==> src/common/enet_pkg.sv <==
`default_nettype none

package enet_pkg;

    // register bus
    localparam int REG_ADDR_W = 12;
    localparam int REG_DATA_W = 32;

    // register byte offsets
    localparam logic [REG_ADDR_W-1:0] ADDR_EIR  = 12'h004;
    localparam logic [REG_ADDR_W-1:0] ADDR_EIMR = 12'h008;
    localparam logic [REG_ADDR_W-1:0] ADDR_ECR  = 12'h024;
    localparam logic [REG_ADDR_W-1:0] ADDR_MMFR = 12'h040;
    localparam logic [REG_ADDR_W-1:0] ADDR_MSCR = 12'h044;
    localparam logic [REG_ADDR_W-1:0] ADDR_TXIC = 12'h0F0;
    localparam logic [REG_ADDR_W-1:0] ADDR_RXIC = 12'h100;

    // EIR event bits
    localparam int EIR_TXF_BIT = 27;
    localparam int EIR_RXF_BIT = 25;
    localparam int EIR_MII_BIT = 23;

    localparam int ECR_ETHEREN_BIT = 1;

    // TXIC / RXIC layout
    localparam int IC_EN_BIT  = 31;
    localparam int IC_CNT_LSB = 20;
    localparam int IC_CNT_W   = 8;
    localparam int IC_TIMER_W = 16;

    // MSCR fields
    localparam int MII_SPEED_LSB    = 1;
    localparam int MII_SPEED_W      = 6;
    localparam int MSCR_DIS_PRE_BIT = 7;

    // management frame, ST OP PA RA TA DATA sent MSB first
    localparam int MDIO_FRAME_W    = 32;
    localparam int MDIO_PREAMBLE_W = 32;
    // opcode 2'b10 is a read
    localparam int MMFR_OP_LSB     = 28;
    localparam int MMFR_DATA_W     = 16;

endpackage

`default_nettype wire
==> src/verilog/enet_mgmt_core.sv <==
`timescale 1ns/1ns
`default_nettype none

module enet_mgmt_core (
    input  wire                             clk,
    input  wire                             rst_n,
    input  wire                             reg_wr,
    input  wire                             reg_rd,
    input  wire [enet_pkg::REG_ADDR_W-1:0]  reg_addr,
    input  wire [enet_pkg::REG_DATA_W-1:0]  reg_wdata,
    output wire [enet_pkg::REG_DATA_W-1:0]  reg_rdata,
    output wire                             reg_rvalid,
    output wire                             irq,
    input  wire                             tx_frame,
    input  wire                             rx_frame,
    output wire                             mdc,
    input  wire                             mdi,
    output wire                             mdo,
    output wire                             mdo_en
);
    import enet_pkg::*;

    // coalescer configuration and pulses
    wire [REG_DATA_W-1:0]  txic;
    wire [REG_DATA_W-1:0]  rxic;
    wire                   txf_intr;
    wire                   rxf_intr;

    // mdio control and result
    wire                   frame_start;
    wire [REG_DATA_W-1:0]  frame;
    wire [MII_SPEED_W-1:0] mii_speed;
    wire                   dis_pre;
    wire                   ether_en;
    wire                   frame_done;
    wire                   rd_valid;
    wire [MMFR_DATA_W-1:0] rd_data;

    enet_regs u_enet_regs (
        .clk         (clk         ),
        .rst_n       (rst_n       ),
        .reg_wr      (reg_wr      ),
        .reg_rd      (reg_rd      ),
        .reg_addr    (reg_addr    ),
        .reg_wdata   (reg_wdata   ),
        .reg_rdata   (reg_rdata   ),
        .reg_rvalid  (reg_rvalid  ),
        .irq         (irq         ),
        .txic        (txic        ),
        .rxic        (rxic        ),
        .txf_intr    (txf_intr    ),
        .rxf_intr    (rxf_intr    ),
        .frame_start (frame_start ),
        .frame       (frame       ),
        .mii_speed   (mii_speed   ),
        .dis_pre     (dis_pre     ),
        .ether_en    (ether_en    ),
        .frame_done  (frame_done  ),
        .rd_valid    (rd_valid    ),
        .rd_data     (rd_data     )
    );

    enet_intr_coalesce u_tx_intr_coalesce (
        .clk      (clk      ),
        .rst_n    (rst_n    ),
        .ic_cfg   (txic     ),
        .event_in (tx_frame ),
        .intr     (txf_intr )
    );

    enet_intr_coalesce u_rx_intr_coalesce (
        .clk      (clk      ),
        .rst_n    (rst_n    ),
        .ic_cfg   (rxic     ),
        .event_in (rx_frame ),
        .intr     (rxf_intr )
    );

    enet_mdio u_enet_mdio (
        .clk         (clk         ),
        .rst_n       (rst_n       ),
        .ether_en    (ether_en    ),
        .mii_speed   (mii_speed   ),
        .dis_pre     (dis_pre     ),
        .frame_start (frame_start ),
        .frame       (frame       ),
        .mdi         (mdi         ),
        .mdc         (mdc         ),
        .mdo         (mdo         ),
        .mdo_en      (mdo_en      ),
        .frame_done  (frame_done  ),
        .rd_valid    (rd_valid    ),
        .rd_data     (rd_data     )
    );

endmodule

`default_nettype wire

==> src/mdio/enet_mdio.sv <==
`timescale 1ns/1ns
`default_nettype none

module enet_mdio (
    input  wire                              clk,
    input  wire                              rst_n,
    input  wire                              ether_en,
    input  wire  [enet_pkg::MII_SPEED_W-1:0] mii_speed,
    input  wire                              dis_pre,
    input  wire                              frame_start,
    input  wire  [enet_pkg::MDIO_FRAME_W-1:0] frame,
    input  wire                              mdi,
    output logic                             mdc,
    output wire                              mdo,
    output logic                             mdo_en,
    output logic                             frame_done,
    output logic                             rd_valid,
    output logic [enet_pkg::MMFR_DATA_W-1:0] rd_data
);
    import enet_pkg::*;

    // preamble and frame travel through one shift register
    localparam int SHIFT_W   = MDIO_PREAMBLE_W + MDIO_FRAME_W;
    localparam int BIT_CNT_W = $clog2(SHIFT_W);
    // bit positions counted from the first preamble bit
    localparam int DATA_IDX  = SHIFT_W - MMFR_DATA_W;
    localparam int TA_IDX    = DATA_IDX - 2;

    logic                   busy;
    logic                   is_read;
    logic [MII_SPEED_W-1:0] speed_q;
    logic [MII_SPEED_W-1:0] div_cnt;
    logic [BIT_CNT_W-1:0]   bit_cnt;
    logic [SHIFT_W-1:0]     shift_q;
    logic                   start_ok;
    logic                   half_tick;
    logic                   mdc_rise;
    logic                   mdc_fall;
    logic                   last_bit;

    assign start_ok  = frame_start && !busy && ether_en && (mii_speed != '0);
    // mdc toggles every speed+1 clocks while a frame runs
    assign half_tick = busy && (div_cnt == speed_q);
    assign mdc_rise  = half_tick && !mdc;
    assign mdc_fall  = half_tick && mdc;
    assign last_bit  = (bit_cnt == BIT_CNT_W'(SHIFT_W - 1));
    assign mdo       = shift_q[SHIFT_W-1];

    always_ff @(posedge clk) begin
        if (!rst_n) begin
            busy       <= 1'b0;
            is_read    <= 1'b0;
            speed_q    <= '0;
            div_cnt    <= '0;
            mdc        <= 1'b0;
            bit_cnt    <= '0;
            shift_q    <= '1;
            mdo_en     <= 1'b0;
            frame_done <= 1'b0;
            rd_valid   <= 1'b0;
        end else begin
            frame_done <= 1'b0;
            rd_valid   <= 1'b0;
            if (busy && !ether_en) begin
                // abort, MII is not flagged
                busy    <= 1'b0;
                mdc     <= 1'b0;
                mdo_en  <= 1'b0;
                shift_q <= '1;
            end else if (start_ok) begin
                busy    <= 1'b1;
                speed_q <= mii_speed;
                div_cnt <= '0;
                mdc     <= 1'b0;
                mdo_en  <= 1'b1;
                is_read <= (frame[MMFR_OP_LSB +: 2] == 2'b10);
                if (dis_pre) begin
                    bit_cnt <= BIT_CNT_W'(MDIO_PREAMBLE_W);
                    shift_q <= {frame, {MDIO_PREAMBLE_W{1'b1}}};
                end else begin
                    bit_cnt <= '0;
                    shift_q <= {{MDIO_PREAMBLE_W{1'b1}}, frame};
                end
            end else if (busy) begin
                if (half_tick) begin
                    div_cnt <= '0;
                    mdc     <= ~mdc;
                end else begin
                    div_cnt <= div_cnt + 1'b1;
                end
                // next bit goes out just after the falling edge
                if (mdc_fall) begin
                    shift_q <= {shift_q[SHIFT_W-2:0], 1'b1};
                    if (last_bit) begin
                        busy       <= 1'b0;
                        mdo_en     <= 1'b0;
                        frame_done <= 1'b1;
                        rd_valid   <= is_read;
                    end else begin
                        bit_cnt <= bit_cnt + 1'b1;
                        if (is_read && bit_cnt == BIT_CNT_W'(TA_IDX - 1)) begin
                            mdo_en <= 1'b0;
                        end
                    end
                end
            end
        end
    end

    // PHY drives data bits, taken on the rising edge
    always_ff @(posedge clk) begin
        if (mdc_rise && is_read && bit_cnt >= BIT_CNT_W'(DATA_IDX)) begin
            rd_data <= {rd_data[MMFR_DATA_W-2:0], mdi};
        end
    end

    // idle engine releases the line, parks mdc low and leaves mdo high
    a_idle_released: assert property (@(posedge clk) disable iff (!rst_n)
        !busy |-> (!mdo_en && !mdc && mdo));

endmodule

`default_nettype wire

==> src/verilog/enet_intr_coalesce.sv <==
`timescale 1ns/1ns
`default_nettype none

module enet_intr_coalesce (
    input  wire                            clk,
    input  wire                            rst_n,
    input  wire [enet_pkg::REG_DATA_W-1:0] ic_cfg,
    input  wire                            event_in,
    output logic                           intr
);
    import enet_pkg::*;

    logic                  ic_en;
    logic [IC_CNT_W-1:0]   cnt_thr;
    logic [IC_TIMER_W-1:0] timer_thr;
    logic [IC_CNT_W-1:0]   frame_cnt;
    logic [IC_CNT_W-1:0]   frame_cnt_next;
    logic [IC_TIMER_W-1:0] timer;
    logic [IC_TIMER_W-1:0] timer_next;
    logic                  pending;
    logic                  cnt_hit;
    logic                  timer_hit;

    assign ic_en     = ic_cfg[IC_EN_BIT];
    // a count threshold of zero behaves as one
    assign cnt_thr   = (ic_cfg[IC_CNT_LSB +: IC_CNT_W] == '0) ? IC_CNT_W'(1)
                                                             : ic_cfg[IC_CNT_LSB +: IC_CNT_W];
    assign timer_thr = ic_cfg[IC_TIMER_W-1:0];

    assign frame_cnt_next = frame_cnt + IC_CNT_W'(event_in);
    // timer reads 1 on the edge that takes the first event
    assign timer_next     = pending ? timer + 1'b1 : IC_TIMER_W'(event_in);
    assign cnt_hit        = event_in && (frame_cnt_next >= cnt_thr);
    assign timer_hit      = (timer_thr != '0) && (timer_next == timer_thr);

    always_ff @(posedge clk) begin
        if (!rst_n) begin
            intr      <= 1'b0;
            frame_cnt <= '0;
            timer     <= '0;
            pending   <= 1'b0;
        end else if (!ic_en) begin
            intr      <= event_in;
            frame_cnt <= '0;
            timer     <= '0;
            pending   <= 1'b0;
        end else if (cnt_hit || timer_hit) begin
            intr      <= 1'b1;
            frame_cnt <= '0;
            timer     <= '0;
            pending   <= 1'b0;
        end else begin
            intr      <= 1'b0;
            frame_cnt <= frame_cnt_next;
            timer     <= timer_next;
            pending   <= pending | event_in;
        end
    end

    // every pulse has an event or a pending event behind it
    a_intr_single: assert property (@(posedge clk) disable iff (!rst_n)
        intr |-> $past(event_in || pending));

endmodule

`default_nettype wire

==> src/verilog/enet_regs.sv <==
`timescale 1ns/1ns
`default_nettype none

module enet_regs (
    input  wire                              clk,
    input  wire                              rst_n,
    // host side
    input  wire                              reg_wr,
    input  wire                              reg_rd,
    input  wire  [enet_pkg::REG_ADDR_W-1:0]  reg_addr,
    input  wire  [enet_pkg::REG_DATA_W-1:0]  reg_wdata,
    output logic [enet_pkg::REG_DATA_W-1:0]  reg_rdata,
    output logic                             reg_rvalid,
    output logic                             irq,
    // coalescers
    output logic [enet_pkg::REG_DATA_W-1:0]  txic,
    output logic [enet_pkg::REG_DATA_W-1:0]  rxic,
    input  wire                              txf_intr,
    input  wire                              rxf_intr,
    // mdio engine
    output logic                             frame_start,
    output wire  [enet_pkg::REG_DATA_W-1:0]  frame,
    output wire  [enet_pkg::MII_SPEED_W-1:0] mii_speed,
    output wire                              dis_pre,
    output wire                              ether_en,
    input  wire                              frame_done,
    input  wire                              rd_valid,
    input  wire  [enet_pkg::MMFR_DATA_W-1:0] rd_data
);
    import enet_pkg::*;

    logic [REG_DATA_W-1:0] eir;
    logic [REG_DATA_W-1:0] eimr;
    logic [REG_DATA_W-1:0] ecr;
    logic [REG_DATA_W-1:0] mmfr;
    logic [REG_DATA_W-1:0] mscr;
    logic [REG_DATA_W-1:0] eir_set;
    logic [REG_DATA_W-1:0] eir_clr;
    logic [REG_DATA_W-1:0] rd_mux;
    logic                  wr_eir;
    logic                  wr_eimr;
    logic                  wr_ecr;
    logic                  wr_mmfr;
    logic                  wr_mscr;
    logic                  wr_txic;
    logic                  wr_rxic;

    assign wr_eir  = reg_wr && (reg_addr == ADDR_EIR);
    assign wr_eimr = reg_wr && (reg_addr == ADDR_EIMR);
    assign wr_ecr  = reg_wr && (reg_addr == ADDR_ECR);
    assign wr_mmfr = reg_wr && (reg_addr == ADDR_MMFR);
    assign wr_mscr = reg_wr && (reg_addr == ADDR_MSCR);
    assign wr_txic = reg_wr && (reg_addr == ADDR_TXIC);
    assign wr_rxic = reg_wr && (reg_addr == ADDR_RXIC);

    // only the three event sources ever reach EIR
    always_comb begin
        eir_set = '0;
        eir_set[EIR_TXF_BIT] = txf_intr;
        eir_set[EIR_RXF_BIT] = rxf_intr;
        eir_set[EIR_MII_BIT] = frame_done;
    end

    assign eir_clr = wr_eir ? reg_wdata : '0;

    assign frame     = mmfr;
    assign mii_speed = mscr[MII_SPEED_LSB +: MII_SPEED_W];
    assign dis_pre   = mscr[MSCR_DIS_PRE_BIT];
    assign ether_en  = ecr[ECR_ETHEREN_BIT];

    always_ff @(posedge clk) begin
        if (!rst_n) begin
            eir         <= '0;
            eimr        <= '0;
            ecr         <= '0;
            mmfr        <= '0;
            mscr        <= '0;
            txic        <= '0;
            rxic        <= '0;
            frame_start <= 1'b0;
        end else begin
            // set beats a write-one-to-clear in the same cycle
            eir         <= eir_set | (eir & ~eir_clr);
            // mdio sees the new MMFR value together with the start pulse
            frame_start <= wr_mmfr;
            if (wr_eimr) eimr <= reg_wdata;
            if (wr_ecr)  ecr  <= reg_wdata;
            if (wr_mscr) mscr <= reg_wdata;
            if (wr_txic) txic <= reg_wdata;
            if (wr_rxic) rxic <= reg_wdata;
            if (wr_mmfr) begin
                mmfr <= reg_wdata;
            end else if (frame_done && rd_valid) begin
                mmfr[MMFR_DATA_W-1:0] <= rd_data;
            end
        end
    end

    always_comb begin
        case (reg_addr)
            ADDR_EIR:  rd_mux = eir;
            ADDR_EIMR: rd_mux = eimr;
            ADDR_ECR:  rd_mux = ecr;
            ADDR_MMFR: rd_mux = mmfr;
            ADDR_MSCR: rd_mux = mscr;
            ADDR_TXIC: rd_mux = txic;
            ADDR_RXIC: rd_mux = rxic;
            default:   rd_mux = '0;
        endcase
    end

    always_ff @(posedge clk) begin
        if (reg_rd) begin
            reg_rdata <= rd_mux;
        end
    end

    always_ff @(posedge clk) begin
        if (!rst_n) begin
            reg_rvalid <= 1'b0;
            irq        <= 1'b0;
        end else begin
            reg_rvalid <= reg_rd;
            irq        <= |(eir & eimr);
        end
    end

    // host must not issue a read and a write together
    a_no_wr_rd: assert property (@(posedge clk) disable iff (!rst_n)
        !(reg_wr && reg_rd));

endmodule

`default_nettype wire

==> config.mk <==
export PLATFORM = sky130hd
export DESIGN_NAME = enet_mgmt_core
export DESIGN_NICKNAME = d
export VERILOG_FILES = /design/src/common/enet_pkg.sv /design/src/verilog/enet_mgmt_core.sv /design/src/mdio/enet_mdio.sv /design/src/verilog/enet_intr_coalesce.sv /design/src/verilog/enet_regs.sv
export SDC_FILE = /design/constraint.sdc
export NUM_CORES = 1
export LEC_CHECK = 0
export BUFFER_PORTS_ARGS = -buffer_cell sky130_fd_sc_hd__buf_2
export CAP_MARGIN = 5
export CORE_MARGIN = 4
export CORE_UTILIZATION = 30
export CTS_BUF_LIST = sky130_fd_sc_hd__clkbuf_8
export CTS_CLUSTER_DIAMETER = 30
export CTS_CLUSTER_SIZE = 25
export DETAILED_ROUTE_END_ITERATION = 10
export SLEW_MARGIN = 10
export SYNTH_ARGS = -nofsm -noshare
export SYNTH_HDL_FRONTEND = slang
export SYNTH_SLANG_ARGS = --single-unit
==> constraint.sdc <==
create_clock -name clk -period 6.3 [get_ports clk]
set_clock_uncertainty 0.15 [all_clocks]
set_input_delay 1.26 -clock clk [delete_from_list [all_inputs] [get_ports clk]]
set_output_delay 1.26 -clock clk [all_outputs]
set_load 0.03 [all_outputs]
# Yosys cells after proc, flatten, opt, wreduce, memory -nomap -nowiden
# Cells that the tools add are included.
# totals
ff_bits	415
in_bits	51
output_inout_bits	37
word_cells	151
# classes
n_addsub	6
magnitude_cmp	3
eq_ne	14
n_mux	34
bitwise	14
reduce_logical	49
# op_table
op	count
$mux 64	4
$pmux 32 s7	1
$and 32x32->32	2
$mux 16	4
$mux 6	8
$add 16x1->16 const B	2
$eq 16x16->1	2
$mux 32	1
$not 32->32	1
$or 28x32->32	1
$reduce_bool 16->1	2
$reduce_or 32->1	1
$eq 12x7->1 const B	2
$logic_and 1x1->1	22
$add 8x1->8	2
$ge 8x8->1	2
$logic_not 8->1	2
$mux 8	2
$mux 1	14
$add 6x1->6 const B	2
$eq 12x3->1 const B	1
$eq 12x4->1 const B	1
$eq 12x6->1 const B	1
$eq 12x8->1 const B	1
other kinds (20)	39

# Depth between registers and ports, before layout
# Gate-level depths: netlist of run 1.
# depth
depth_word	7
ltp_mapped	11
ltp_nobuf	10

# Cells and area by module
# A second synthesis of run 1 with hierarchy kept.
# hier_totals
hier_cells	2146
area_unflattened_um2	19242.2
# by_module_without_submodules
mod	n_inst	cells_each	area_per_inst_um2	seq_area_each_um2
enet_regs	1	1181	10946.7	5505.3
enet_mdio	1	503	4191.5	2242.2
enet_intr_coalesce	2	231	2052.0	520.5

# Least setup slack after synthesis of run 1
# No wires, ideal clock.
# synth_path
kind	input-to-reg
from	in rx_frame
to	reg u_rx_intr_coalesce.timer[11]
setup_ns	0.143
arrival_time_ns	3.464
required_time_ns	6.007
path_slack_ns	2.543
stages	10
n_path_buf	1
path_cell_list	ha_1 -> ha_1 -> ha_1 -> a21o_1 -> a21o_1 -> a211oi_1 -> o21a_1 -> nor3b_1 -> clkbuf_1 -> nor4_1
# synth_between
elab_chain_cells	5
word_cells_on_any_way	8
cone_classes	add/sub (1); order compare (1); eq/ne (1); mux (1); reduce/logical (4)
# synth_rtl
item	line	source
start: declaration	enet_mgmt_core.sv:15	input wire rx_frame,
$add 8x1->8	enet_intr_coalesce.sv:30	assign frame_cnt_next = frame_cnt + IC_CNT_W'(event_in);
via u_rx_intr_coalesce.frame_cnt_next[1]	enet_intr_coalesce.sv:17	logic [IC_CNT_W-1:0] frame_cnt_next;
$ge 8x8->1	enet_intr_coalesce.sv:33	assign cnt_hit = event_in && (frame_cnt_next >= cnt_thr);
$logic_and 1x1->1	enet_intr_coalesce.sv:33	
$logic_or 1x1->1	enet_intr_coalesce.sv:47	end else if (cnt_hit || timer_hit) begin
$reduce_or 3->1 (no source line)	--	
end signal: assignment	enet_intr_coalesce.sv:55	timer <= timer_next;
end: declaration	enet_intr_coalesce.sv:18	logic [IC_TIMER_W-1:0] timer;
# The timed path passes the listed nets, and every way through them passes these cells.
# A chain may end at the register's enable or synchronous reset.

# Worst setup path in the final report of run 1
# layout_path
from	in reg_addr[9] (netlist bit)
to	reg u_enet_regs.eimr[28]
# layout_between
elab_chain_cells	2
# layout_rtl
item	line	source
start: declaration	enet_mgmt_core.sv:9	input wire [enet_pkg::REG_ADDR_W-1:0] reg_addr,
$eq 12x4->1	enet_regs.sv:49	assign wr_eimr = reg_wr && (reg_addr == ADDR_EIMR);
$logic_and 1x1->1	enet_regs.sv:49	
end signal: assignment	enet_regs.sv:86	if (wr_eimr) eimr <= reg_wdata;
end: declaration	enet_regs.sv:33	logic [REG_DATA_W-1:0] eimr;
# No other way between the ends.

==> results of run 1 <==
[cell families (layout without fill, tap and decap cells)]
logic type,after synthesis,in the layout
flops,415,415
other cells,0,2
fa+ha+maj,25,25
buf+inv,196,331
simple gates,1074,1074
mux,20,20
xor+xnor,67,67
compound gates,486,486
[layout make-up]
cell class	count	area [um^2]
clock buffer	113	1560
clock inverter	76	958
sequential	415	8790
antenna	2	5.00
inverter	27	101
multi-input combinational	1672	9710
timing repair buffer	115	652
tap	846	1060
fill	6344	40400
[metal layers]
metal | up-vias | routed length, um | track usage, %
met3 | 122 | 4580 | 3.43
met2 | 650 | 28000 | 27.6
li1 | 8192 | - | -
met4 | 4 | 2170 | 7.25
met5 | - | 27 | 0
met1 | 8315 | 27500 | 24.4
[power breakdown]
group / total, mW / internal, mW / switching (mW)
Combinational: 0.162 / 0.0441 / 0.118
Clock: 3.93 / 2.46 / 1.47
Sequential: 2.69 / 2.68 / 0.00407
[through the flow]
step                cell area (um^2)  hold slack (ns)
floorplan                      19200            0.274
global placement               20300            0.288
detailed placement             20300            0.293
CTS                            22800            0.296
global route                   22800            0.312
finish                         22800            0.294
[worst reg2reg max path, cell delays in order, from the launching register on]
cell and delay [ns]:
dfxtp_1 0.41, nand4_1 0.45, nor4_1 0.53, xor2_1 0.18, a221o_1 0.39, o32ai_1 0.37, and4b_1 0.88, nor4_1 0.11
[placed cells by master, fill, tap and decap left out, drive strengths merged, types with 9 or more instances in the layout]
cell	n
a21boi	185
a21oi	59
a222oi	15
a22o	10
a22oi	71
and2	16
and3	50
buf	115
bufinv	18
clkbuf	113
clkinv	23
clkinvlp	9
dfxtp	367
edfxtp	48
ha	25
inv	53
mux2i	20
nand2	615
nand2b	19
nand3	130
nand4	24
nor2	49
nor3	47
nor3b	38
nor4	50
o211a	16
o21ai	60
o31ai	23
xnor2	30
xor2	37
[worst max path at each step]
stage | startpoint | endpoint | slack (ns) | cells past startpoint
detailed placement | reg_addr[9] | u_enet_regs.eimr[28]$_SDFFE_PN0P_ | 2.04 | 9
global route | u_tx_intr_coalesce.timer[2]$_SDFF_PP0_ | u_tx_intr_coalesce.timer[5]$_SDFF_PP0_ | 2.32 | 7
global placement | reg_addr[9] | u_enet_regs.eimr[27]$_SDFFE_PN0P_ | 2.11 | 9
floorplan | rx_frame | u_rx_intr_coalesce.timer[11]$_SDFF_PP0_ | 2.54 | 10
finish | reg_addr[9] | u_enet_regs.eimr[28]$_SDFFE_PN0P_ | 2.63 | 9
CTS | u_tx_intr_coalesce.timer[2]$_SDFF_PP0_ | u_tx_intr_coalesce.timer[5]$_SDFF_PP0_ | 2.62 | 7
==> flow_metrics.tcl, run 1 <==
set metrics [dict create \
    synth-main-ff-cell "dfxtp_1" \
    finalSetupViolCount 0 \
    drive_gt1_share_pct 13.6 \
    place_inst 3075 \
    crit_buf_inv 3 \
    clockBufferDepth 3 \
    status "completed" \
    required_ns 6.73 \
    die_area_um2 68100 \
    clk_latency_ns 0.69 \
    ff2ff_setup_slack_ns 2.68 \
    path_cells "buf_2 -> nor3_1 -> nand4_1 -> nor3b_2 -> buf_4 -> and2_1 -> buf_4 -> nand2_1 -> a21boi_0" \
    period_needed_ns 3.67 \
    nets 2408 \
    worstHoldStart "u_enet_mdio.rd_data[9]$_DFFE_PP_" \
    cp-end-kind "flop" \
    cellLeakagePower_nw 8.47 \
    wire_per_inst_um 19.0 \
    clkSinkCount 415 \
    cpLargestDelayFamily "simple AND/OR/NAND/NOR gates" \
    grt_pass1_wl_mm 96.6 \
    track_usage_pct 17.8 \
    grt_pass1_vias 16551 \
    final_cells 3266 \
    yosys.area_share.adder_pct 1.63 \
    yosysTopAreaCell "dfxtp_1" \
    synth_xor_area_share_pct 3.10 \
    cts_buffers 101 \
    relSlewSlack_pct 17.0 \
    synth_compound_gate_area_share_pct 18.3 \
    vias 17283 \
    async_flop_share_pct 0 \
    worstMarginPinSlew_ns 1.24 \
    routed_wl_mm 62.2 \
    arrival_ns 4.10 \
    cts.reportedPaths.clkPinSlew_ns 0.06 \
    min_to "u_enet_mdio.rd_data[10]$_DFFE_PP_" \
    period_share_pct 58.2 \
    antenna_found_initial 7 \
    muxShareOfSynthArea_pct 1.04 \
    die_h_um 261 \
    io_pins 88 \
    power_mw 6.77 \
    worst_slack_ns 2.63 \
    synth-edff-count 48 \
    fmax_ghz 0.273 \
    regMostFlops "u_enet_mdio.shift_q" \
    gp_congestion 0.894 \
    cts_tree "built" \
    final_util_pct 36.1 \
    drt_pass1_iterations 6 \
    grt_max_degree 93 \
    post-synth-top-count-cell "nand2_1" \
    drc 0 \
    h-tree-depth 3 \
    overflow 0 \
    start_util_pct 30.4 \
    hold_viol 0 \
    rsz0062_at_grt "false" \
    synth_top_family_by_area "simple AND/OR/NAND/NOR gates" \
    core_um2 63200 \
    synth_top_area_share_pct 38.3 \
    pre_cts_ws_ns 2.04 \
    place_hpwl_mm 41.9 \
    synth-seq-cells 415 \
    slowest_delay_ns 0.91 \
    ir_worst_vdd_mv 0.165 \
    ys_warn_count 0 \
    synth_simple_gate_area_share_pct 26.2 \
    worst_r2r_endpoint "u_tx_intr_coalesce.timer[5]$_SDFF_PP0_" \
    critical_path_class "input pin to flop" \
    cts_resized 0 \
    ys_seq_area_share_pct 45.8 \
    area_delta_synth_final_pct 18.9 \
    viasPerCell 5.29 \
    worst_path_most_repeated_cell "buf_4" \
    synth_nets 2359 \
    setup_tns_ns 0 \
    drt_iter0_markers 1719 \
    largest_reg_flops 64 \
    cts_setup_buffers 0 \
    synth.avg_cell_area_um2 8.41 \
    p_per_area_nw_per_um2 297 \
    holdPathStages 0 \
    path_max_fanout 34 \
    synthTopCellsByArea "dfxtp_1, nand2_1, edfxtp_1, a21boi_0, nand3_1" \
    worst_r2r_startpoint "u_tx_intr_coalesce.timer[2]$_SDFF_PP0_" \
    postCtsHoldBufs 0 \
    critPathLaunchType "input pin" \
    num_rows 92 \
    crit_slowest_cell "and2_1" \
    hold_class "flop to flop" \
    clockRootBuffer "clkbuf_8" \
    ys_types 68 \
    cap_violations 0 \
    synthTopCellsByCount "nand2_1, dfxtp_1, a21boi_0, clkbuf_1, nand3_1" \
    die_w_um 261 \
    numPortBuffers 87 \
    synthCells 2283 \
    antenna_left 0 \
    syn_area_um2 19200 \
    worstRegToRegCells 7 \
    slew_violations 0 \
]
Note: power is estimated with default switching activity, not from simulation.
==> run 2: changes to the inputs <==
==> constraint.sdc (replaced) <==
create_clock -name clk -period 3.2 [get_ports clk]
set_clock_uncertainty 0.15 [all_clocks]
set_input_delay 0.64 -clock clk [delete_from_list [all_inputs] [get_ports clk]]
set_output_delay 0.64 -clock clk [all_outputs]
set_load 0.03 [all_outputs]
==> run 2 against run 1 <==
Setup slack got worse by 2.5 ns. Register-to-register slack got worse by 2.5 ns. Routed wire length rose by 1.5%. Cell count rose by 0.80%. Via count rose by 0.43%. Non-clock buffer count rose by 38. Sequential cell count did not move. Highest routed layer unchanged. Sequential share of layout area fell by 0.34 points. Core utilization rose by 0.32 points. Clock power rose by 79%. Die area did not move. First-iteration DRC count fell by 12%. Critical path type is now flop to flop.
==> flow_metrics.tcl, run 2 (synthesis gave the netlist of run 1 again) <==
set metrics [dict create \
    worstMarginPinSlew_ns 0.671 \
    antenna_left 0 \
    postCtsHoldBufs 0 \
    overflow 0 \
    slowest_delay_ns 0.63 \
    cts_tree "built" \
    cellLeakagePower_nw 8.64 \
    pre_cts_ws_ns 0.0102 \
    io_pins 88 \
    fmax_ghz 0.328 \
    p_per_area_nw_per_um2 549 \
    critPathLaunchType "flop" \
    track_usage_pct 18.1 \
    worst_r2r_startpoint "u_rx_intr_coalesce.timer[0]$_SDFF_PP0_" \
    nets 2439 \
    cts_buffers 94 \
    mostFrequentLayoutCell "nand2_1" \
    cap_violations 0 \
    worst_path_most_repeated_cell "nor4_1" \
    worst_slack_ns 0.147 \
    place_hpwl_mm 43.8 \
    regMostFlops "u_enet_mdio.shift_q" \
    clockRootBuffer "clkbuf_8" \
    worstRegToRegCells 8 \
    wire_per_inst_um 19.2 \
    clockBufferDepth 3 \
    viasPerCell 5.27 \
    required_ns 3.55 \
    start_util_pct 30.4 \
    relSlewSlack_pct 55.3 \
    grt_pass1_vias 16750 \
    hold_class "input pin to flop" \
    drt_pass1_iterations 5 \
    ir_worst_vdd_mv 0.300 \
    slew_violations 0 \
    num_rows 92 \
    core_um2 63200 \
    worst_r2r_endpoint "u_rx_intr_coalesce.timer[11]$_SDFF_PP0_" \
    die_h_um 261 \
    cts.reportedPaths.clkPinSlew_ns 0.06 \
    path_max_fanout 25 \
    antenna_found_initial 4 \
    grt_pass1_wl_mm 97.9 \
    critical_path_class "flop to flop" \
    drc 0 \
    final_cells 3292 \
    rsz0062_at_grt "false" \
    largest_reg_flops 64 \
    cp-end-kind "flop" \
    routed_wl_mm 63.1 \
    crit_slowest_cell "a2111oi_1" \
    setup.worst_path.start "u_rx_intr_coalesce.timer[0]$_SDFF_PP0_" \
    holdPathStages 1 \
    die_area_um2 68100 \
    finalSetupViolCount 0 \
    critPathCapture "u_rx_intr_coalesce.timer[11]$_SDFF_PP0_" \
    arrival_ns 3.40 \
    drive_gt1_share_pct 14.4 \
    h-tree-depth 3 \
    drt_iter0_markers 1520 \
    path_cells "nand3_1 -> nor4_1 -> and4b_1 -> a2111oi_1 -> nand4_1 -> nor4_4 -> buf_12 -> nor4_1" \
    period_share_pct 95.4 \
    clk_latency_ns 0.67 \
    place_inst 3113 \
    ff2ff_setup_slack_ns 0.15 \
    fill_cells 6389 \
    gp_congestion 0.832 \
    vias 17358 \
    clkSinkCount 415 \
    holdWs_ns 0.0671 \
    hold_viol 0 \
    period_needed_ns 3.05 \
    status "completed" \
    setup_tns_ns 0 \
    area_delta_synth_final_pct 20.0 \
    power_mw 12.6 \
    die_w_um 261 \
    mostFrequentLayoutCells "nand2_1, dfxtp_1, a21boi_0, nand3_1, clkbuf_8" \
    numPortBuffers 87 \
    grt_max_degree 118 \
]
## run 2: through the flow
step                      utilization [%]  instance area, um^2
after floorplan                         -                19200
after CTS                            36.4                23000
after detailed placement             32.9                20800
final                                36.4                23000
after global placement               32.9                20800
after global routing                 36.4                23000
## run 2: worst min-delay path by stage
stage	from	endpoint	slack, ns
after floorplan	u_enet_regs.eir[12]$_SDFF_PN0_	u_enet_regs.eir[12]$_SDFF_PN0_	0.27
after global placement	u_enet_regs.eir[20]$_SDFF_PN0_	u_enet_regs.eir[20]$_SDFF_PN0_	0.29
after detailed placement	u_enet_mdio.rd_data[4]$_DFFE_PP_	u_enet_mdio.rd_data[5]$_DFFE_PP_	0.29
after CTS	mdi	u_enet_mdio.rd_data[0]$_DFFE_PP_	0.04
after global routing	mdi	u_enet_mdio.rd_data[0]$_DFFE_PP_	0.06
final	mdi	u_enet_mdio.rd_data[0]$_DFFE_PP_	0.07
## run 2: routing by layer
layer	vias up	wire, um	global-route usage [%]
met4	4	2000	6.91
li1	8233	-	-
met1	8391	27700	24.3
met3	104	4230	2.94
met5	-	26	0
met2	626	29200	29.4
## run 2: worst max-delay path, delay by kind of cell (launching register included)
kind | cells | cell delay (ns)
and+or+nand+nor | 6 | 1.45
DFF | 1 | 0.44
AOI/OAI and AO/OA | 1 | 0.63
buffers and inverters | 1 | 0.22
## run 2: what timing repair did
item,CTS,global route
setup endpoints to repair,0,44
gates resized for setup,0,2
buffers inserted,0,0
## run 2: layout make-up
class	instances	area, um^2	area share [%]
clock buffer	109	1500	6.51
inverter	27	101	0.440
clock inverter	69	753	3.27
antenna	1	2.50	0.0109
multi-input combinational	1672	9720	42.2
timing repair buffer	153	1110	4.83
sequential	415	8790	38.2
tap	846	1060	4.60
## run 2: power breakdown
part | leakage, nW | switching [mW] | internal (mW)
clock | 1.19 | 2.64 | 4.38
combinational | 4.01 | 0.236 | 0.100
sequential | 3.43 | 0.00796 | 5.28
total | 8.64 | 2.88 | 9.76
